==> src/common/phy_mem_pkg.sv <==
// Physical memory controller shared definitions.
// Widths, the 8 MiB address window and the state and bank encodings
// used by the request latch, the controller and the bank driver.

package phy_mem_pkg;

	// cpu side data and address words.
	localparam int data_width = 32;
	localparam int addr_width = 32;

	// one sram bank holds 2^20 words.
	localparam int ram_addr_width = 20;

	// bank bit plus bank word address, byte address bits 22 down to 2.
	localparam int word_addr_width = ram_addr_width + 1;

	// byte offset bits below the word address.
	localparam int addr_lsb = 2;

	// addresses that survive this mask fall in the 8 MiB sram window.
	localparam logic [addr_width-1:0] ram_addr_mask = 32'h007f_ffff;

	// recovery wait input and counter width.
	localparam int wait_width = 8;

	// bank chosen by the top bit of the word address.
	typedef enum logic {
		bank_base = 1'b0,
		bank_ext = 1'b1
	} bank_sel_t;

	// Write sequencing states. The two write states differ in one bit so
	// that we_n only toggles between st_write0 and st_write1.
	typedef enum logic [1:0] {
		st_read = 2'b00,
		st_write0 = 2'b01,
		st_write1 = 2'b11,
		st_recover = 2'b10
	} ctrl_state_t;

endpackage

==> src/common/mem_req_if.sv <==
// Request path between the cpu input side and the write controller.
// Carries the latched write, the live read address and the idle level
// fed back from the controller.

interface mem_req_if;
	import phy_mem_pkg::*;

	logic write_req;	// one cycle pulse per accepted write.
	logic [addr_width-1:0] write_addr;	// held until the next accepted write.
	logic [data_width-1:0] write_data;
	logic [addr_width-1:0] read_addr;	// live cpu address.
	logic idle;	// controller sits in st_read.

	modport req (
		output write_req, write_addr, write_data, read_addr,
		input idle
	);

	modport ctrl (
		input write_req, write_addr, write_data, read_addr,
		output idle
	);

endinterface

==> src/source/mem_req_latch.sv <==
// Input side of the memory controller.
// Range checks cpu writes, latches accepted ones on the falling edge
// and reports busy back to the cpu.

module mem_req_latch (
	input logic clk,
	input logic rst,
	input logic is_write,
	input logic [phy_mem_pkg::addr_width-1:0] addr,
	input logic [phy_mem_pkg::data_width-1:0] data_in,
	output logic busy,
	output logic range_fault,
	mem_req_if.req req
);
	import phy_mem_pkg::*;

	logic accept;
	logic in_range;

	// only a strobe seen while nothing is pending starts a write.
	assign accept = is_write && req.idle && !req.write_req;
	assign in_range = (addr & ram_addr_mask) == addr;

	always_ff @(negedge clk) begin
		if (rst) begin
			req.write_req <= 1'b0;
			range_fault <= 1'b0;
		end else begin
			req.write_req <= accept && in_range;
			range_fault <= accept && !in_range;	// dropped write.
		end
	end

	always_ff @(negedge clk) begin
		if (accept && in_range) begin
			req.write_addr <= addr;
			req.write_data <= data_in;
		end
	end

	assign req.read_addr = addr;	// reads go straight through.

	// Busy covers the strobe cycle itself, the pending request and the
	// whole write sequence in the controller.
	assign busy = is_write || req.write_req || !req.idle;

	// Misaligned accesses are only reported.
	addr_aligned: assert property (@(negedge clk) disable iff (rst)
		(is_write || !busy) |-> (addr[addr_lsb-1:0] == '0))
		else $warning("unaligned access to %h", addr);

	single_strobe: assert property (@(negedge clk) disable iff (rst)
		is_write |=> !is_write)
		else $error("is_write held for more than one cycle");

	// a strobe during a running write would be silently lost.
	strobe_when_idle: assert property (@(negedge clk) disable iff (rst)
		is_write |-> (req.idle && !req.write_req))
		else $error("is_write while controller busy");

endmodule

==> src/flat_wrapper.sv <==
// flat-port wrapper written by rule: the top's interface ports become plain ports
module mem_req_latch_flat import phy_mem_pkg::*;
  (clk, rst, is_write, addr, data_in, busy, range_fault, req_write_req, req_write_addr, req_write_data, req_read_addr, req_idle);
  mem_req_if req_i ();
  input logic clk;
  input logic rst;
  input logic is_write;
  input logic [phy_mem_pkg::addr_width-1:0] addr;
  input logic [phy_mem_pkg::data_width-1:0] data_in;
  output logic busy;
  output logic range_fault;
  output wire logic [$bits(req_i.write_req)-1:0] req_write_req;
  output wire logic [$bits(req_i.write_addr)-1:0] req_write_addr;
  output wire logic [$bits(req_i.write_data)-1:0] req_write_data;
  output wire logic [$bits(req_i.read_addr)-1:0] req_read_addr;
  input wire logic [$bits(req_i.idle)-1:0] req_idle;
  assign req_write_req = req_i.write_req;
  assign req_write_addr = req_i.write_addr;
  assign req_write_data = req_i.write_data;
  assign req_read_addr = req_i.read_addr;
  assign req_i.idle = req_idle;
  mem_req_latch u_core (.clk(clk), .rst(rst), .is_write(is_write), .addr(addr), .data_in(data_in), .busy(busy), .range_fault(range_fault), .req(req_i));
endmodule
==> config.mk <==
export PLATFORM = sky130hd
export DESIGN_NAME = mem_req_latch_flat
export DESIGN_NICKNAME = d
export VERILOG_FILES = /design/src/common/phy_mem_pkg.sv /design/src/common/mem_req_if.sv /design/src/source/mem_req_latch.sv /design/src/flat_wrapper.sv
export SDC_FILE = /design/constraint.sdc
export NUM_CORES = 1
export LEC_CHECK = 0
export BUFFER_PORTS_ARGS = -buffer_cell sky130_fd_sc_hd__buf_2
export CORE_ASPECT_RATIO = 0.6
export CORE_MARGIN = 2
export CORE_UTILIZATION = 35
export DETAILED_ROUTE_END_ITERATION = 12
export GPL_ROUTABILITY_DRIVEN = 0
export HOLD_SLACK_MARGIN = 0.06
export PLACE_DENSITY = 0.74
export SLEW_MARGIN = 20
export SYNTH_ARGS = -nofsm -noshare
export SYNTH_HDL_FRONTEND = slang
export SYNTH_SLANG_ARGS = --single-unit
==> constraint.sdc <==
create_clock -name clk -period 11.1 [get_ports clk]
set_input_delay 2.22 -clock clk [delete_from_list [all_inputs] [get_ports clk]]
set_output_delay 2.22 -clock clk [all_outputs]
set_load 0.005 [all_outputs]
# Word level (Yosys, flattened, before mapping)

Index checks and enable logic that the tools add are counted.

Reductions and logical operators: 10

Operator list:

| operator          | count |
|---|---|
| zero test 9 bit   | 1 |
| logical AND 1 bit | 4 |
| zero test 1 bit   | 3 |
| logical OR 1 bit  | 2 |

Input port bits: 68
Bits in registers: 66
Output and inout port bits: 99
Logic and storage cells: 14

# Longest topological paths before layout

Gate-level depths: netlist of run 1.

Depth in word-level cells: 3
Depth in mapped cells: 2
Depth with buffers taken out: 2

==> results of run 1 <==
## path summary, 6_finish.rpt
kind | from | endpoint | slack, ns | depth (start not counted)
setup / recovery | addr[27] | u_core.req.write_data[25] | 1.70 | 4
hold / removal | u_core.req.write_req | u_core.range_fault | 0.58 | 2
setup reg to reg | u_core.req.write_req | u_core.req.write_data[25] | 9.37 | 3
hold reg to reg | u_core.req.write_req | u_core.range_fault | 0.58 | 2
## sequential cells by signal, indices dropped and copies added (netlist names)
register,count
u_core.req.write_addr,32
u_core.req.write_req,1
u_core.range_fault,1
u_core.req.write_data,32
## cell families (layout without fill, tap and decap cells)
group | Yosys count | after routing | share of synthesized area [%]
AO/OA/AOI/OAI | 1 | 1 | 0.382
buffers and inverters | 33 | 248 | 10.6
flip-flops | 66 | 66 | 85.6
AND/OR/NAND/NOR | 8 | 8 | 3.38
## report_power, final
part / total (mW) / internal, mW / switching (mW)
logic: 0.0225 / 0.0133 / 0.00923
registers: 0.276 / 0.275 / 0.0000561
clock network: 0.297 / 0.154 / 0.143
## cell usage after synthesis, drive strengths merged
cell	count	area (um2)
nor4	1	12.5
nor4b	1	15.0
edfxtp	64	1920
buf	32	240
dfxtp	2	40.0
o31a	1	8.76
or3	1	6.26
inv	1	3.75
or3b	1	8.76
or2	1	6.26
or4	1	11.3
nand3b	1	7.51
nor4bb	1	10.0
## area by class of cell
type,count,area (um2)
Clock buffer,9,124
Clock inverter,72,328
Fill cell,545,2770
Multi-Input combinational cell,9,95.1
Sequential cell,66,1960
Tap cell,84,105
Timing Repair Buffer,167,838
## per-layer routing
layer | vias to the layer above | wire length, um | GRT usage [%]
li1 | 797 | - | -
met1 | 783 | 1760 | 11.3
met2 | 121 | 2560 | 22.6
met3 | 5 | 748 | 13.2
met4 | 0 | 38 | 10.7
met5 | - | 0 | 0
## critical path, cell delays in order
cell	delay (ns)
sky130_fd_sc_hd__buf_2	0.11
sky130_fd_sc_hd__or4_4	0.57
sky130_fd_sc_hd__nor4_4	0.26
sky130_fd_sc_hd__buf_4	0.66
## through the flow
| stage | power [mW] | hold WS [ns] | instances | area [um2] |
|---|---|---|---|---|
| 2_1_floorplan | 0.326 | 0.545 | 108 | 2300 |
| 4_1_cts | 0.616 | 0.586 | 407 | 3450 |
| 3_5_place_dp | 0.337 | 0.584 | 327 | 3000 |
| 6_report | 0.595 | 0.579 | 407 | 3450 |
| 5_1_grt | 0.645 | 0.620 | 407 | 3450 |
| 3_3_place_gp | 0.337 | 0.556 | 327 | 3000 |
==> run_results.csv, run 1 <==
group,metric,value,unit
cts,cts.reportedPaths.clkPinSlew,0.03,ns
setup_path,timing.critical_path.fanout_max,64,
yosys,synthesis.yosys.warnings,0,
routing,viasPerCell,4.19,
run,maxCapViolCount,0,
place,buffer_ports.inserted,166,
layout,post_route_cells_drive_above_1_share,57.9,%
layout,layout_commonest_cell,"sky130_fd_sc_hd__buf_2",
outcome,run_status,"completed",
die,die-width,108,um
routing,firstDrtPassIters,4,
die,fp-row-count,22,
cts,cts.root.buffer_cell,"sky130_fd_sc_hd__clkbuf_8",
timing,final-hold-violation-count,0,
grt,grt.total_usage,14.5,%
power_and_ir_drop,leakagePower,1.72,nW
cts,clock_sink_count,66,
layout,final_util,55.5,%
setup_path,cp_data_required_time,5.55,ns
routing,detail_route.iter0.violations,41,
yosys,synth.ff_latch_count,66,
timing,setup_viol,0,
timing,slew_viol_final,0,
routing,antenna_violating_nets_post_route,0,
die,die_area,0.00723,mm2
grt,grt_pass1_vias,1808,
setup_path,arrival,3.85,ns
routing,drcViolationCount,0,
power_and_ir_drop,power_density,172,mW/mm2
routing,drt-total-wl,5.10,mm
cts,number_of_gates_given_a_new_drive_strength_after_cts,0,
timing,slew_headroom,48.0,%
power_and_ir_drop,power.ir.vdd_worst,0.107,mV
yosys,synth.net_count,176,
timing,unrepaired_setup_endpoints_after_global_routing,"no",
grt,grt_first_pass_wirelength,7.34,mm
setup_path,startpoint_type,"primary input",
die,boundaryPins,167,
die,dieHeight,66.7,um
setup_path,worstSetupEndpointType,"flop",
yosys,synthesis.area,0.00229,mm2
routing,num_vias,1706,
timing,final.setup_skew,0.0105,ns
grt,grt_remaining_overflow,0,
cts,cts_setup_buffers,0,
yosys,synth_cells,108,
worst_hold_path,hold_class,"flop to flop",
yosys,synth_cell_types,13,
layout,synthToLayoutAreaGrowth,50.6,%
grt,initial_antenna_violation_count,0,
routing,wl_per_cell,12.5,um
setup_path,worst-setup-path-type,"primary input to flop",
cts,hold_buffers,0,
die,core_region_area,0.00622,mm2
cts,cts_tree,"yes",
die,floorplan.initialDensity,36.8,%
grt,grt_max_degree,65,
timing,max_slew.worst_pin.slew,0.780,ns
layout,nets,387,
cts,cts-buffers-inserted,9,
place,placement.setup.worst_slack,1.29,ns
cts,cts-htree-levels,3,
yosys,yosysSeqAreaShare,85.6,%
cts,ctsLongestPathBuffers,2,
cts,worst_skew_late_latency,0.39,ns
timing,post-route-worst-setup-slack,1.70,ns
layout,antenna_cells_inserted,0,
place,post-dp-hpwl,3.64,mm
yosys,syn_area_per_cell,21.2,um2
layout,mostFrequentLayoutCells,"sky130_fd_sc_hd__buf_2, sky130_fd_sc_hd__inv_1, sky130_fd_sc_hd__edfxtp_1",
timing,setup-tns-final,0,ns
No activity file was read; power rests on OpenSTA's default activity.
==> run 2: changes to the inputs <==
==> constraint.sdc (replaced) <==
create_clock -name clk -period 9.2 [get_ports clk]
set_input_delay 1.84 -clock clk [delete_from_list [all_inputs] [get_ports clk]]
set_output_delay 1.84 -clock clk [all_outputs]
set_load 0.005 [all_outputs]
==> run_results.csv, run 2 (synthesis gave the netlist of run 1 again) <==
group,metric,value,unit
outcome,run_status,"completed",
cts,cts_tree,"yes",
cts,cts-buffers-inserted,9,
routing,wl_per_cell,12.6,um
power_and_ir_drop,power_density,214,mW/mm2
routing,drcViolationCount,0,
cts,cts.root.buffer_cell,"sky130_fd_sc_hd__clkbuf_8",
grt,grt_max_degree,65,
layout,mostFrequentLayoutCells,"sky130_fd_sc_hd__buf_2, sky130_fd_sc_hd__inv_1, sky130_fd_sc_hd__edfxtp_1",
die,core_region_area,0.00622,mm2
routing,antenna_violating_nets_post_route,0,
cts,worst_skew_late_latency,0.38,ns
timing,unrepaired_setup_endpoints_after_global_routing,"no",
cts,number_of_gates_given_a_new_drive_strength_after_cts,0,
routing,drt-total-wl,5.13,mm
layout,final_area,0.00349,mm2
power_and_ir_drop,leakagePower,1.75,nW
setup_path,worstSetupEndpointType,"output port",
die,floorplan.initialDensity,36.8,%
cts,cts.reportedPaths.clkPinSlew,0.03,ns
grt,grt_first_pass_wirelength,7.47,mm
die,fp-row-count,22,
layout,antenna_cells_inserted,0,
timing,max_slew.worst_pin.slew,0.336,ns
setup_path,worst_reg_to_reg_cells,3,
worst_hold_path,whs_path_depth,2,
cts,ctsLongestPathBuffers,2,
run,maxCapViolCount,0,
setup_path,crit_chain,"or3b_2, buf_2",
timing,final.setup_skew,0.0151,ns
routing,viasPerCell,4.14,
layout,layout_commonest_cell,"sky130_fd_sc_hd__buf_2",
layout,nets,387,
die,die_area,0.00723,mm2
timing,setup-tns-final,0,ns
place,buffer_ports.inserted,166,
power_and_ir_drop,power.ir.vdd_worst,0.113,mV
cts,clock_sink_count,66,
place,post_dp_cell_area,0.00302,mm2
timing,fin_hold_ws,0.551,ns
routing,firstDrtPassIters,4,
timing,setup_viol,0,
setup_path,critPathSlowestCell,"sky130_fd_sc_hd__or3b_2",
timing,post-route-worst-setup-slack,1.52,ns
cts,cts-htree-levels,3,
layout,post_route_cells_drive_above_1_share,57.1,%
setup_path,startpoint_type,"flop",
timing,final-hold-violation-count,0,
timing,slew_viol_final,0,
setup_path,crit_path_max_incr_delay,0.43,ns
die,die-width,108,um
power_and_ir_drop,power,0.748,mW
worst_hold_path,hold_class,"flop to flop",
timing,slew_headroom,77.3,%
grt,initial_antenna_violation_count,0,
grt,grt_pass1_vias,1797,
grt,grt_remaining_overflow,0,
cts,hold_buffers,0,
cts,cts_setup_buffers,0,
setup_path,arrival,5.84,ns
die,dieHeight,66.7,um
setup_path,worst-setup-path-type,"flop to output port",
setup_path,cp_data_required_time,7.36,ns
setup_path,timing.critical_path.fanout_max,4,
place,placement.setup.worst_slack,1.14,ns
routing,num_vias,1689,
die,boundaryPins,167,
layout,reg.largest.list,"u_core.req.write_addr (32), u_core.req.write_data (32)",
routing,detail_route.iter0.violations,27,
grt,grt.total_usage,14.5,%
layout,synthToLayoutAreaGrowth,52.3,%
## run 2: cell count changes in the layout (fill, tap and decap cells not counted), sizes merged
| cell | delta |
|---|---|
| bufinv | +1 |
| inv | +3 |
| clkinvlp | -3 |
## run 2: report_power, final
group | total (mW) | switching [mW] | leakage, nW | internal [mW]
combinational | 0.0270 | 0.0110 | 0.688 | 0.0160
sequential | 0.332 | 0.0000710 | 0.591 | 0.332
clock | 0.389 | 0.175 | 0.475 | 0.214
total | 0.748 | 0.186 | 1.75 | 0.563
## run 2: worst max-delay path, delay by kind of cell, from the launching register on
family / cells / cell delay (ns)
flops: 1 / 0.31
simple gates: 1 / 0.43
buf+inv: 1 / 0.14
## run 2: per-layer routing
layer | GRT usage (%) | share of wire [%]
met1 | 12.3 | 38
met2 | 22.4 | 50
met3 | 12.7 | 12
met4 | 9.29 | 0.27
met5 | 0 | 0
## run 2: layout make-up
| type | count | area (um2) |
|---|---|---|
| Multi-Input combinational cell | 9 | 95.1 |
| Tap cell | 84 | 105 |
| Timing Repair Buffer | 167 | 851 |
| Clock inverter | 73 | 354 |
| Clock buffer | 9 | 124 |
| Fill cell | 567 | 2730 |
| Sequential cell | 66 | 1960 |
## run 2: final timing paths
check                  startpoint                         to  slack [ns]
min          u_core.req.write_req         u_core.range_fault        0.55
min reg2reg  u_core.req.write_req         u_core.range_fault        0.55
max          u_core.req.write_req                       busy        1.52
max reg2reg  u_core.req.write_req  u_core.req.write_data[31]        7.66
## run 2: metrics by stage
stage	utilization (%)	instances
after floorplan	-	108
after global placement	48.5	327
after detailed placement	48.5	327
after CTS	56.1	408
after global routing	56.1	408
final	56.1	408
