==> config.mk <==
export PLATFORM = sky130hd
export DESIGN_NAME = phy_mem_ctrl_flat
export DESIGN_NICKNAME = d
export VERILOG_FILES = /design/src/common/phy_mem_pkg.sv /design/src/common/mem_req_if.sv /design/src/common/ram_bus_if.sv /design/src/phy_mem_ctrl/phy_mem_ctrl.sv /design/src/flat_wrapper.sv
export SDC_FILE = /design/constraint.sdc
export NUM_CORES = 1
export LEC_CHECK = 0
export ABC_CLOCK_PERIOD_IN_PS = 3020
export BUFFER_PORTS_ARGS = -buffer_cell sky130_fd_sc_hd__clkbuf_2
export CORE_AREA = 4 4 74 76
export DETAILED_ROUTE_END_ITERATION = 6
export DIE_AREA = 0 0 78 80
export PLACE_DENSITY = 0.7
export SYNTH_ARGS = -nofsm -noshare
export SYNTH_HDL_FRONTEND = slang
export SYNTH_SLANG_ARGS = --single-unit
==> constraint.sdc <==
create_clock -name clk -period 3.02 [get_ports clk]
set_clock_uncertainty 0.1 [all_clocks]
set_input_delay 0.604 -clock clk [delete_from_list [all_inputs] [get_ports clk]]
set_output_delay 0.604 -clock clk [all_outputs]
set_load 0.01 [all_outputs]
==> src/common/phy_mem_pkg.sv <==
// Physical memory controller shared definitions.
// Widths, the 8 MiB address window and the state and bank encodings
// used by the request latch, the controller and the bank driver.

package phy_mem_pkg;

	// cpu side data and address words.
	localparam int data_width = 32;
	localparam int addr_width = 32;

	// one sram bank holds 2^20 words.
	localparam int ram_addr_width = 20;

	// bank bit plus bank word address, byte address bits 22 down to 2.
	localparam int word_addr_width = ram_addr_width + 1;

	// byte offset bits below the word address.
	localparam int addr_lsb = 2;

	// addresses that survive this mask fall in the 8 MiB sram window.
	localparam logic [addr_width-1:0] ram_addr_mask = 32'h007f_ffff;

	// recovery wait input and counter width.
	localparam int wait_width = 8;

	// bank chosen by the top bit of the word address.
	typedef enum logic {
		bank_base = 1'b0,
		bank_ext = 1'b1
	} bank_sel_t;

	// Write sequencing states. The two write states differ in one bit so
	// that we_n only toggles between st_write0 and st_write1.
	typedef enum logic [1:0] {
		st_read = 2'b00,
		st_write0 = 2'b01,
		st_write1 = 2'b11,
		st_recover = 2'b10
	} ctrl_state_t;

endpackage

==> src/common/mem_req_if.sv <==
// Request path between the cpu input side and the write controller.
// Carries the latched write, the live read address and the idle level
// fed back from the controller.

interface mem_req_if;
	import phy_mem_pkg::*;

	logic write_req;	// one cycle pulse per accepted write.
	logic [addr_width-1:0] write_addr;	// held until the next accepted write.
	logic [data_width-1:0] write_data;
	logic [addr_width-1:0] read_addr;	// live cpu address.
	logic idle;	// controller sits in st_read.

	modport req (
		output write_req, write_addr, write_data, read_addr,
		input idle
	);

	modport ctrl (
		input write_req, write_addr, write_data, read_addr,
		output idle
	);

endinterface

==> src/common/ram_bus_if.sv <==
// Decoded sram bus between the write controller and the bank driver.
// Enables are shared here and split onto the two banks downstream.
// The clock is carried only so the bank side can sample its checks.

interface ram_bus_if (
	input logic clk
);
	import phy_mem_pkg::*;

	logic [word_addr_width-1:0] word_addr;	// bank bit on top.
	logic oe_n;	// active low output enable.
	logic we_n;	// active low write enable.
	logic [data_width-1:0] wdata;	// latched write data.
	logic [data_width-1:0] rdata;	// data of the selected bank.

	modport ctrl (
		input clk,
		output word_addr, oe_n, we_n, wdata,
		input rdata
	);

	modport bank (
		input clk,
		input word_addr, oe_n, we_n, wdata,
		output rdata
	);

endinterface

==> src/phy_mem_ctrl/phy_mem_ctrl.sv <==
// Write sequencing for the sram banks.
// A latched write moves the controller through two enable steps and a
// programmable recovery wait before reads resume. Runs on the falling
// clock edge so the sram controls change mid cycle.

module phy_mem_ctrl (
	input logic clk,
	input logic rst,
	input logic [phy_mem_pkg::wait_width-1:0] ram_read_wait,
	mem_req_if.ctrl req,
	ram_bus_if.ctrl ram
);
	import phy_mem_pkg::*;

	localparam int addr_msb = word_addr_width + addr_lsb - 1;

	ctrl_state_t state;
	logic [wait_width-1:0] wait_cnt;
	logic reading;

	always_ff @(negedge clk) begin
		if (rst) begin
			state <= st_read;
			wait_cnt <= '0;
		end else begin
			case (state)
				st_read: begin
					if (req.write_req) begin
						state <= st_write0;	// oe goes high, data is driven.
					end
				end
				st_write0: begin
					state <= st_write1;	// data has settled, pulse we.
				end
				st_write1: begin
					wait_cnt <= '0;
					state <= st_recover;
				end
				st_recover: begin
					wait_cnt <= wait_cnt + 1'b1;
					if (wait_cnt == ram_read_wait) begin
						state <= st_read;	// ram_read_wait+1 cycles spent here.
					end
				end
				default: begin
					state <= st_read;
				end
			endcase
		end
	end

	// The bank output is enabled again during recovery so the read data
	// has time to settle before the cpu is released.
	assign reading = (state == st_read) || (state == st_recover);

	assign ram.oe_n = !reading;
	assign ram.we_n = (state != st_write1);

	assign ram.word_addr = reading ? req.read_addr[addr_msb:addr_lsb]
		: req.write_addr[addr_msb:addr_lsb];
	assign ram.wdata = req.write_data;

	assign req.idle = (state == st_read);

	// Write data must be on the bus a full cycle before we falls, and
	// the banks must never drive while being written.
	we_after_oe: assert property (@(negedge clk) disable iff (rst)
		!ram.we_n |-> (ram.oe_n && $past(ram.oe_n)))
		else $error("we_n low without oe_n high in the previous cycle");

	// every write request gets a full sequence from st_read.
	req_only_idle: assert property (@(negedge clk) disable iff (rst)
		req.write_req |-> (state == st_read))
		else $error("write request while the sequencer was busy");

endmodule

==> src/flat_wrapper.sv <==
// flat-port wrapper written by rule: the top's interface ports become plain ports
module phy_mem_ctrl_flat import phy_mem_pkg::*;
  (clk, rst, ram_read_wait, req_write_req, req_write_addr, req_write_data, req_read_addr, req_idle, ram_word_addr, ram_oe_n, ram_we_n, ram_wdata, ram_rdata);
  mem_req_if req_i ();
  ram_bus_if ram_i (.clk(clk));
  input logic clk;
  input logic rst;
  input logic [phy_mem_pkg::wait_width-1:0] ram_read_wait;
  input wire logic [$bits(req_i.write_req)-1:0] req_write_req;
  input wire logic [$bits(req_i.write_addr)-1:0] req_write_addr;
  input wire logic [$bits(req_i.write_data)-1:0] req_write_data;
  input wire logic [$bits(req_i.read_addr)-1:0] req_read_addr;
  output wire logic [$bits(req_i.idle)-1:0] req_idle;
  output wire logic [$bits(ram_i.word_addr)-1:0] ram_word_addr;
  output wire logic [$bits(ram_i.oe_n)-1:0] ram_oe_n;
  output wire logic [$bits(ram_i.we_n)-1:0] ram_we_n;
  output wire logic [$bits(ram_i.wdata)-1:0] ram_wdata;
  input wire logic [$bits(ram_i.rdata)-1:0] ram_rdata;
  assign req_i.write_req = req_write_req;
  assign req_i.write_addr = req_write_addr;
  assign req_i.write_data = req_write_data;
  assign req_i.read_addr = req_read_addr;
  assign req_idle = req_i.idle;
  assign ram_word_addr = ram_i.word_addr;
  assign ram_oe_n = ram_i.oe_n;
  assign ram_we_n = ram_i.we_n;
  assign ram_wdata = ram_i.wdata;
  assign ram_i.rdata = ram_rdata;
  phy_mem_ctrl u_core (.clk(clk), .rst(rst), .ram_read_wait(ram_read_wait), .req(req_i), .ram(ram_i));
endmodule
# == Word-level counts from Yosys, hierarchy flattened ==
# Cells that the tools add are included.
# totals
regBits,10
input_bits,139
out_inout_bits,56
elab_cells,20
# op_classes
addsub,1
eq_ne,7
mux,5
reduce_logical,5
# op_table
cell,n
two-way mux 21 bit,1
one-hot mux 8 bit (2 select lines),1
adder 8 x 1 -> 8 bit (second input constant),1
== test 8 bit,1
one-hot mux 2 bit (4 select lines),1
== test 2 bit (second input constant),2
two-way mux 2 bit,2
!= test 2 bit (second input constant),2
== test 2 x 1 -> 1 bit (second input constant),1
logical NOT 2 bit,1
!= test 2 x 1 -> 1 bit (second input constant),1
AND reduction 2 bit,1
nonzero test 2 bit,1
logical NOT 1 bit,1
logical OR 1 bit,1

# == Depth between registers and ports, before layout ==
# Gate-level depths: netlist of the first run.
# logic_depth
ltp_word,3
ltp_mapped,5
ltp_nobuf,4

==> results, run 1 <==
- Summed over all layers, the global routing overflow is 0.
- The number of detailed-route iterations in the first pass is 2.
- The leakage power is 0.7697 nW.
- The part of the power in the clock network is 0.375.
- Measured along the y axis, the die boundary spans about 80 microns.
- The final RePlAce weighted congestion is 0.7396.
- STA classifies the critical path endpoint as a primary output.
- In this run the most critical hold path is launched from u_core.wait_cnt[7].
- The post-CTS setup-driven buffer insertion count is 0.
- Of the total power, the share spent switching nets is 0.3102.
- The clock reaches the later pin of the worst-skew pair after roughly 310 ps.
- The post-layout worst setup margin is -481.0 ps.
- Setup violations remaining at the end of the flow were counted as 24.
- After the last flow step, the layout net total stands at between 300 and 400.
- The worst register-to-register path has a depth of 4.
- The number of instances in the synthesized netlist is approximately 120.
- The first global-routing pass estimated ~3800 microns of wire.
- Setup repair after global routing could not meet its margin everywhere.
- The adder-cell area share of the yosys netlist is 0.01255.
- In this run the critical register-to-register path is captured at u_core.wait_cnt[7].
- The total half-perimeter wirelength after legalization and detailed placement is between 2000 and 2500 microns.
- The number of hold violations in the final report is 0.
- Across all register-to-register paths, the minimum setup slack is 1460 ps.
- Of the total synthesized cell area, the portion taken by XOR and XNOR cells is 0.09661.
- The design internal power is approximately 350 uW.
- The count of cells along the worst hold path is 2.
- The largest single stage delay on the critical path is ~380 ps.
- The number of port buffers is 76.
- The design draws ~510 uW.
- STA classifies the critical path startpoint as a flip-flop.
- The core region is around 0.0047 sq mm.
- The worst setup path is of the reg -> out kind.
- The run finished, with violations left.
- The commonest cells after synthesis are buf_4 (33), mux2_2 (21), xor2_1 (11), dfxtp_1 (10), nor2_1 (7).
- In this run the core area contains 25 standard-cell rows.
- For the final routed database, the setup TNS stands at -10400 ps.
- The clock-pin slew of the registers on the worst-case setup and hold paths is 30 ps.
- The total net switching power is roughly 160 uW.
- The worst max-slew margin expressed relative to the limit is 0.7872.
- The launch instance of the worst register-to-register path is u_core.state[1].
- The total global-route track usage is 0.07430.
- The distinct cell type count of the synthesized netlist is 24.
- The combinational fraction of design power is 0.342.
- The cell area that synthesis handed to floorplanning was 997.2 sq um.
- STA puts the critical path data arrival time at 2800 ps.
- The number of nets handed over by synthesis was between 200 and 300.
- The library cell with the highest instance count after synthesis is buf_4.
- The checks that failed: negative setup slack.
- Dividing the detail-routed via count by the number of cells gives slightly above 4.
- The final routed DRC violation total is 0.
- The final instance area is 0.001430 sq mm.
- The number of buffers created by CTS is 3.
- The end point of the most critical hold path is u_core.wait_cnt[7].
- The number of antenna violations at the first check in global routing is 0.
- The routed wire length is 2627 microns.
- Once placement finished, the instance area stood at 0.001295 sq mm.
- In this run the deepest clock path goes through 2 buffers.
- For this run, the leading register cell type out of synthesis is dfxtp_1.
- buf_4 takes more of the synthesized area than any other cell.
- The synthesis warning total is 0.
- The largest vdd supply drop is ~280 uV.
- The number of antenna-violating nets in the routed design is 0.
- The share of synthesized area in the top cell type comes to 0.2484.
- The sequential area share after synthesis is 0.2008.
- The proportion of synthesized area in mux cells is 0.2371.
- For this block, the initial DRC count from the detailed router was 8.
- The TritonCTS clock tree is built.
- The synthesized design contains 10 register bits.
- Of the cells placed in the final design, the portion with a size suffix greater than 1 is 0.6395.
- Of the total synthesized cell area, the portion taken by AND, OR, NAND and NOR gates is 0.1267.
- The path class of the tightest hold or removal check is reg -> reg.
- The CTS sink count is 10.
- The worst endpoint required time is about 2300 ps.
- Traced cell by cell, the critical path runs through buf_12 -> mux2_2 -> clkbuf_2.
- For the pin with the worst max-slew slack, the measured transition is roughly 320 ps.
- The number of max-cap violations is 0.
- The post-synthesis compound-gate area fraction was 0.05144.
- The initial core utilization is 0.2111.
- The number of antenna diodes is 0.
- The area growth from synthesis to layout is 43.41%.
- Yosys mapped a number of flops with a built-in enable equal to 0.
- The number of ports placed on the die boundary is ~200.
- The total power divided by cell area is 355.3 mW/mm^2.
- The max-slew violation count is 0.
- The number of global-route vias before repair is approximately 900.
- The critical-path cell with the highest stage delay is dfxtp_4.
- Yosys attributes the largest share of cell area to buf_4 (25%), mux2_2 (24%), dfxtp_1 (20%).
- The final route contains between 900 and 1000 vias.
- From left edge to right edge, the die measures 78 microns.
- After detailed routing, the average wire length per cell comes to around 11 microns.
- The die area is around 0.0062 sq mm.
- The pin count of the biggest net entering global routing is 20.
- Dividing the synthesized area by the synthesized cell count gives about 8.7 sq um.
- The share of total power in sequential cells is 0.283.
- The clock root buffer is clkbuf_8.
- The share of synthesized registers carrying an async set or reset is 0.
- By area, the combinational part of the netlist is dominated by buffers and inverters.
- The number of H-tree branching levels is 1.
- Along the worst path, the maximum fanout reaches 10.
flip-flops by register name (all words and copies together), names as in the netlist:
name             flops
u_core.wait_cnt      8
u_core.state         2
routing by layer:
metal	track usage	wire, microns	vias up
li1	-	-	468
met1	0.06644	963	425
met2	0.1301	1259	63
met3	0.03386	356	6
met4	0.05769	47	0
met5	0	0	-
critical path: cells and delay by family, from the launching register on:
kind | cells | cell delay [ps]
buffers and inverters | 2 | 270
muxes | 1 | 330
DFF | 1 | 380
how the worst max path moves through the flow:
| stage | depth (start not counted) | endpoint | start | slack, ps |
|---|---|---|---|---|
| after global placement | 3 | ram_word_addr[1] | u_core.state[0] | -180 |
| after CTS | 3 | ram_word_addr[1] | u_core.state[0] | -510 |
| final | 3 | ram_word_addr[1] | u_core.state[0] | -480 |
| after global routing | 3 | ram_word_addr[1] | u_core.state[0] | -540 |
| after floorplan | 3 | ram_word_addr[10] | u_core.state[0] | -90 |
| after detailed placement | 3 | ram_word_addr[2] | u_core.state[0] | -190 |
power by group through the flow:
| stage | combinational (mW) | sequential [mW] | clock [mW] |
|---|---|---|---|
| after floorplan | 0.141 | 0.141 | 0.0224 |
| after global placement | 0.161 | 0.143 | 0.0224 |
| after detailed placement | 0.163 | 0.144 | 0.0224 |
| after CTS | 0.166 | 0.143 | 0.201 |
| after global routing | 0.189 | 0.144 | 0.213 |
| final | 0.174 | 0.144 | 0.190 |
layout make-up:
class	instances	area, sq um
repair buffers	81	464.2
well taps	67	83.83
inverters	1	3.754
clock buffers	3	41.29
flip-flops and latches	10	203.9
fillers	500	3293
clock inverters	11	42.54
multi-input cells	66	590.6
what timing repair did:
action / in CTS / in global routing
hold buffers: 0 / 0
gates cloned: 0 / 1
endpoints found under the setup margin: 24 / 24
resized for setup: 3 / 6
cell families (layout without fill, tap and decap cells):
logic type | after synthesis | after routing
AOI/OAI and AO/OA | 9 | 9
xor gates and xnor gates | 11 | 11
adders and majority gates | 1 | 1
buffers and inverters | 39 | 96
DFF | 10 | 10
muxes | 21 | 21
and+or+nand+nor | 24 | 24
metrics by stage:
step | setup slack [ps] | cells | hold slack, ps | utilization
after floorplan | -89.55 | 115 | 363.5 | -
after CTS | -514.1 | 238 | 397.7 | 0.2935
after global placement | -182.0 | 225 | 357.8 | 0.2742
final | -481.0 | 239 | 390.9 | 0.3028
after global routing | -536.0 | 239 | 437.5 | 0.3028
after detailed placement | -188.1 | 225 | 360.3 | 0.2742
placed cells by master (no fill, tap or decap), types with 3 or more instances in the layout:
cell	synthesis	layout
a21oi_1	5	5
buf_6	0	3
clkbuf_2	0	74
clkbuf_8	0	3
dfxtp_1	10	9
inv_1	2	11
mux2_2	21	5
mux2_4	0	16
nand2_1	6	6
nor2_1	7	6
xor2_1	11	11
No activity file was read; power rests on OpenSTA's default activity.
==> run 2: changes to the inputs <==
--- a/config.mk
+++ b/config.mk
@@ -5,12 +5,13 @@
 export SDC_FILE = /design/constraint.sdc
 export NUM_CORES = 1
 export LEC_CHECK = 0
+export ABC_AREA = 1
 export ABC_CLOCK_PERIOD_IN_PS = 3020
 export BUFFER_PORTS_ARGS = -buffer_cell sky130_fd_sc_hd__clkbuf_2
-export CORE_AREA = 4 4 74 76
+export CORE_AREA = 4 4 73 75
 export DETAILED_ROUTE_END_ITERATION = 6
-export DIE_AREA = 0 0 78 80
-export PLACE_DENSITY = 0.7
+export DIE_AREA = 0 0 77 79
+export PLACE_DENSITY = 0.74
 export SYNTH_ARGS = -nofsm -noshare
 export SYNTH_HDL_FRONTEND = slang
 export SYNTH_SLANG_ARGS = --single-unit
==> results, run 2 <==
- The flow ran to the end, but the final reports show violations.
- The final reports fail on negative setup slack.
- In the final layout, the share of cells above drive strength 1 is 0.4567.
- The post-synthesis register bit count is 10.
- The startpoint identified for the worst hold timing path is u_core.wait_cnt[0].
- The congestion estimate from routability-driven global placement came to 0.8026.
- At the pin with the least slew margin, the transition time is 244.6 ps.
- The detailed router placed about 1300 vias in this run.
- When the netlist entered floorplanning its net count stood at roughly 340.
- The placed standard-cell area is roughly 0.0013 sq mm.
- Measured against its own limit, the worst slew margin works out to 0.8367.
- The post-route worst hold slack is between 400 and 500 ps.
- Row generation in the floorplan step produced 25 rows.
- STA classifies the critical path endpoint as a primary output.
- The post-layout worst setup margin is -340.3 ps.
- The share of total power in sequential cells is 0.265.
- The number of antenna-violating nets in the routed design is 0.
- The number of cells on the worst reg-to-reg path is 9.
- The number of clock buffers added by TritonCTS is 3.
- The setup-violating endpoint count in the final report is 24.
- The total net switching power is between 150 and 200 uW.
- The number of hold violations in the final report was 0.
- The register with the most flip-flops is u_core.wait_cnt.
- The clock-pin slew of the registers on the worst-case setup and hold paths is 40 ps.
- The TritonCTS clock tree is built.
- In this run the vertical extent of the chip is slightly below 80 microns.
- The final instance area is 0.001614 sq mm.
- Cell internal power was estimated by the tool at 355.2 uW.
- The max-slew violation count came to 0.
- The largest vdd supply drop is roughly 200 uV.
- The netlist uses 23 different library cells.
- The final core utilization is 0.3463.
- The library cell used most frequently in the layout, excluding fill and tap cells, is nand2_1.
- After global routing the overflow that remains totals 0.
- In the final layout, the multi-input gates occupy approximately 630 sq um.
- The number of global-route vias before repair is 1248.
- The number of enable flip-flop cells after synthesis is 0.
- The timing startpoint of the critical path is u_core.state[0].
- The worst register-to-register path begins at u_core.wait_cnt[0].
- The total power divided by cell area is around 340 mW/mm^2.
- The Yosys step of the flow raised 0 warnings.
- For the worst setup path, the data arrival time is approximately 2700 ps.
- The number of instances in the synthesized netlist is around 200.
- The share of the Yosys chip area taken by registers is 0.1798.
- Of the total power, the clock network draws 0.337.
- For the worst setup path, the data required time is 2320 ps.
- Along the worst path, the maximum fanout reaches 5.
- The leakage power is roughly 0.95 nW.
- The commonest cells after synthesis are nand2_1 (90), buf_4 (32), inv_1 (16), nor2_1 (15), dfxtp_1 (10).
- The total half-perimeter wirelength after legalization and detailed placement is between 3000 and 4000 microns.
- The predominant post-synthesis flop cell is dfxtp_1.
- The area of the mapped netlist is roughly 0.0011 sq mm.
- For this configuration, the core starts out at a cell density of 0.2389.
- Wires add up to 4793 microns.
- The cell sitting at the root of the clock tree is a clkbuf_8.
- The combinational fraction of design power is 0.397.
- From left edge to right edge, the die measures around 77 microns.
- The startpoint-to-endpoint class of the critical path is reg -> out.
- Setup repair after global routing could not meet its margin everywhere.
- The insertion delay of the later-clocked pin in the worst-skew pair is slightly above 300 ps.
- The total global-route track usage is 0.1468.
- The library cell with the highest instance count after synthesis is nand2_1.
- The pin count of the biggest net entering global routing is 28.
- The pre-CTS worst setup slack is -64.73 ps.
- approximately 200 I/O pins were placed.
- The worst hold path was traced through 2 stages.
- Yosys attributes the largest share of cell area to nand2_1 (30%), buf_4 (22%), dfxtp_1 (18%).
- Of the total power, the share spent switching nets is 0.3481.
- The area added between synthesis and finish is 44.94%.
- After clock tree synthesis, the flow added hold-fix buffers numbering 0.
- The final routed DRC violation total is 0.
- After detailed routing, the average wire length per cell comes to ~16 microns.
- After filler insertion, the fill cell instance count of the layout stands at ~510.
- Of the post-synthesis cell area, the dominant cell type holds 0.3034.
- Overall power consumption after layout is estimated at 544.9 uW.
- Using the TritonRoute via totals, the vias-per-cell ratio works out to around 4.3.
- The first global-routing pass estimated 6817 microns of wire.
- The number of detailed-route iterations in the first pass is 4.
- The register with the most flip-flops in the layout has 8 of them.
- Of all cell types, the one taking the most synthesized area is nand2_1.
- The number of H-tree branching levels is 1.
- In this run the standard cell core region covers about 0.0047 sq mm.
- The largest registers in the layout are u_core.wait_cnt (8), u_core.state (2).
- The number of max-cap violations is 0.
- The flip-flop and latch area is roughly 200 sq um.
- The buffer depth of the longest clock path is 2.
- After the first detailed-routing iteration, the DRC count stood at 28.
- STA classifies the critical path startpoint as a flip-flop.
- The library cells used most frequently in the layout, excluding fill and tap cells, are nand2_1 (73), clkbuf_2 (61), inv_1 (24), nand2_2 (15), nor2_1 (14).
- The repair_antennas step left the layout with diodes totalling 0.
- The final net count is ~400.
- The die covers between 0.006 and 0.007 sq mm.
- A synthesized cell averages 5.681 sq um.
- The number of antenna violations at the first check in global routing is 2.
- The number of port buffers is 76.
- The CTS sink count is 10.
- The share of synthesized registers carrying an async set or reset is 0.
- The path class of the tightest hold or removal check is reg -> reg.
[run 2: cell types whose count changed in the layout (fill, tap and decap cells not counted), moves of 8 or more]
cell,change
nand2_1,+67
xor2_1,-10
nor2_1,+8
mux2_4,-16
nand2_2,+15
clkbuf_2,-13
inv_1,+13
buf_2,+9
[run 2: final timing paths]
kind	end	slack [ps]
setup / recovery	ram_word_addr[0]	-340
hold reg to reg	u_core.wait_cnt[0]	440
hold / removal	u_core.wait_cnt[0]	440
setup reg to reg	u_core.wait_cnt[6]	1630
[run 2: final cells by class]
| cell class | instances | share of cell area |
|---|---|---|
| clock buffer | 3 | 0.02558 |
| clock inverter | 10 | 0.02326 |
| inverter | 16 | 0.04186 |
| multi-input combinational | 130 | 0.3907 |
| sequential | 10 | 0.1264 |
| tap | 54 | 0.04186 |
| timing repair buffer | 85 | 0.3504 |
[run 2: repair_timing]
action	CTS	global route
endpoints found under the setup margin	24	24
cloned	1	2
pin swaps	0	2
gates resized for setup	7	42
setup buffers	1	1
[run 2: per-layer routing]
layer	GRT usage	routed length (microns)	vias up
met2	0.2064	1955	86
met3	0.2052	1449	16
li1	-	-	666
met1	0.1151	1294	554
met4	0.04448	78	4
met5	0	15	-
[run 2: cells by family after synthesis]
kind of cell,Yosys count,synth area share
flip-flops,10,0.1798
adder cells (fa/ha/maj),1,0.01123
AO/OA/AOI/OAI,6,0.02809
buffers and inverters,56,0.3079
XOR/XNOR,4,0.03147
AND/OR/NAND/NOR,119,0.4416
[run 2: stage by stage]
stage	TNS, ps	std cells
2_1_floorplan	-602.9	196
3_3_place_gp	-389.9	291
3_5_place_dp	-776.7	291
4_1_cts	-7144	305
5_1_grt	-8697	308
6_report	-7571	308
[run 2: power groups by stage]
stage               Clock, mW  Sequential, mW  Combinational, mW
global placement       0.0224           0.143              0.166
CTS                     0.189           0.143              0.182
global route            0.207           0.145              0.239
floorplan              0.0224           0.141              0.129
detailed placement     0.0224           0.144              0.169
finish                  0.184           0.145              0.216
[run 2: worst max-delay path: stages, from the launching register on]
cell and delay (ps):
dfxtp_4 400, inv_8 60, clkbuf_16 160, nand2_4 60, nand2_2 40, buf_6 110
==> run 3: changes to the inputs <==
--- a/config.mk
+++ b/config.mk
@@ -12,6 +12,8 @@
 export DETAILED_ROUTE_END_ITERATION = 6
 export DIE_AREA = 0 0 77 79
 export PLACE_DENSITY = 0.74
+export REMOVE_ABC_BUFFERS = 1
+export SETUP_SLACK_MARGIN = 0.1
 export SYNTH_ARGS = -nofsm -noshare
 export SYNTH_HDL_FRONTEND = slang
 export SYNTH_SLANG_ARGS = --single-unit
==> results, run 3 (same netlist as run 2, synthesis figures left out) <==
- The remaining global-route overflow is 0.
- The transition at the pin with the smallest max-transition slack is between 200 and 300 ps.
- In this run the deepest clock path goes through 2 buffers.
- The CTS sink count is 10.
- For hold timing, the worst endpoint is u_core.wait_cnt[0].
- The initial utilization of the core area, before any placement, comes to 0.2389.
- The first routing iteration left 45 violations.
- The first-pass GRT wire length is 8907 microns.
- Dividing the detail-routed wire length by the instance count gives 21.69 microns.
- After detailed routing, the number of remaining DRC violations is 0.
- The launch instance of the worst register-to-register path is u_core.wait_cnt[0].
- For flop-to-flop paths, the worst setup slack is between 1500 and 2000 ps.
- The final RePlAce weighted congestion is 0.9001.
- The number of hold buffers added after CTS was 0.
- The share of cells above drive strength 1 is 0.3929.
- The final net count is between 300 and 400.
- IR analysis of the VDD net gives a maximum drop of between 200 and 250 uV.
- Leaving out filler cells and counting taps, the final layout contains 306.
- Setup repair after global routing could not meet its margin everywhere.
- Measured along the y axis, the die boundary spans roughly 79 microns.
- The total global-route track usage is 0.2099.
- Including well taps, the total number of placed cells is between 200 and 300.
- The worst max-slew margin expressed relative to the limit is 0.8327.
- The register with the most flip-flops is u_core.wait_cnt.
- OpenSTA, run right after detailed placement, puts the worst setup slack at -102.0 ps.
- Summing all placed instances gives a cell area of about 0.0013 sq mm.
- Pin placement for this block handled ~200 I/O pins.
- The worst endpoint required time is approximately 2300 ps.
- The die area is 0.006083 sq mm.
- The flip-flop and latch area is a little over 200 sq um.
- For this block, the routed nets add up to roughly 6600 microns of wire.
- The flow ran to the end, but the final reports show violations.
- The insertion delay of the later-clocked pin in the worst-skew pair is 310 ps.
- The number of detailed-route iterations in the first pass is 4.
- Compared with the post-synthesis result, the final layout area differs by 33.26%.
- In this run the most critical hold path is launched from u_core.wait_cnt[0].
- From left edge to right edge, the die measures 77 microns.
- Across all setup checks in the final design, the least slack found is -326.1 ps.
- The clock root buffer is clkbuf_8.
- The fill cell total of the finished layout is between 500 and 600.
- For this run, the share of the core covered by cells in the final layout is 0.3184.
- Across all layers, the routed design uses 1345 vias.
- The most common cell after layout, fill and taps aside is nand2_1.
- In the layout the commonest cells are nand2_1 (88), clkbuf_2 (55), inv_1 (24), buf_2 (19), nor2_1 (14).
- STA puts the critical path data arrival time at 2640 ps.
- With fillers left out, the area of the finished cells amounts to roughly 0.0015 sq mm.
- The checks that failed: negative setup slack.
- The number of hold violations in the final report was 0.
- The reg-to-reg critical path endpoint is u_core.wait_cnt[6].
- The clock-pin slew of the registers on the worst-case setup and hold paths is ~30 ps.
- 0 antenna diodes ended up in the layout.
- The TritonCTS clock tree is built.
- After detailed routing, the number of vias per cell comes to ~4.4.
- The max-slew violation count is 0.
- The number of cells on the worst reg-to-reg path is 8.
- The number of max-cap violations is 0.
- Port buffering added 76 buffers.
- The number of flip-flops in the largest register is 8.
- In this run the remaining antenna-violating nets after routing total 0.
- The pin count of the biggest net entering global routing is 24.
- Along the worst hold path, the cell count comes to 2.
- The worst setup path is of the reg -> out kind.
- The nature of the critical path endpoint is a primary output.
- The total power divided by cell area is ~350 mW/mm^2.
- CTS built an H-tree with a depth of 1.
- Buffers added to address setup during post-CTS repair amount to 0.
- Along the worst path, the maximum fanout reaches 11.
- Final hold analysis gives a worst-case slack of 432.0 ps.
- Counting the buffers created by CTS gives 3.
- The core region is between 0.004 and 0.005 sq mm.
- The HPWL after detailed placement is around 6000 microns.
- In the final layout, the registers with the most flip-flops are u_core.wait_cnt (8), u_core.state (2).
- In this run the worst hold path is classified as reg -> reg.
- Setup violations remaining at the end of the flow were counted as 24.
- The number of global-route vias before repair is around 1300.
- For this design the static power due to leakage is between 0.9 and 1 nW.
- The multi-input combinational cells in the finished layout cover a total of 578.1 sq um.
- The worst setup path is launched from a flip-flop.
- The number of antenna violations at the first check in global routing is 0.
- The number of core rows is 25.
-- run 3: cell types whose count changed in the layout (fill, tap and decap cells not counted), moves of 2 or more --
cell | before | now
clkbuf_2 | 61 | 55
clkbuf_16 | 2 | 0
nand2_4 | 4 | 1
nand2_1 | 73 | 88
buf_2 | 9 | 19
nand2_2 | 15 | 3
buf_6 | 6 | 2
-- run 3: final cells by class --
class,count,share of cell area
clock buffer,3,0.02782
clock inverter,10,0.02530
inverter,16,0.04384
multi-input combinational,130,0.3895
sequential,10,0.1374
tap,54,0.04553
timing repair buffer,83,0.3305
-- run 3: per-layer routing --
layer / vias up / part of all wire / global-route usage
met5: - / 0 / 0
met4: 0 / 0.0092 / 0.04982
met3: 7 / 0.17 / 0.1587
met2: 135 / 0.59 / 0.4329
met1: 539 / 0.24 / 0.1428
li1: 664 / - / -
-- run 3: power breakdown --
group          switching, mW  leakage [nW]  total [mW]  internal (mW)
Sequential           0.00628        0.0818       0.144          0.137
Clock                 0.0845        0.0748       0.190          0.106
Combinational         0.0942         0.750       0.187         0.0930
-- run 3: worst max path at each step --
| stage | startpoint | endpoint | cells past startpoint |
|---|---|---|---|
| floorplan | u_core.state[0] | ram_word_addr[0] | 3 |
| global route | u_core.state[0] | ram_word_addr[12] | 5 |
| global placement | u_core.state[0] | ram_word_addr[14] | 4 |
| detailed placement | u_core.state[0] | ram_word_addr[1] | 4 |
| CTS | u_core.state[0] | ram_word_addr[12] | 5 |
| finish | u_core.state[0] | ram_word_addr[12] | 5 |
-- run 3: repair_timing --
item | in CTS | in global routing
endpoints found under the hold margin | 0 | 0
gates resized for setup | 11 | 24
gates cloned | 1 | 0
setup endpoints to repair | 24 | 24
-- run 3: stage by stage --
step / total power, mW / setup TNS [ps]
after CTS: 0.5265 / -7193
after global placement: 0.3332 / -1340
final: 0.5209 / -6792
after global routing: 0.5609 / -8333
after detailed placement: 0.3361 / -1679
after floorplan: 0.2408 / -12550
-- run 3: worst max-delay path, cell delays in order (launching register included) --
cell	delay, ps
dfxtp_4	360
inv_6	80
buf_12	130
nand2_1	60
nand2_1	70
buf_2	130
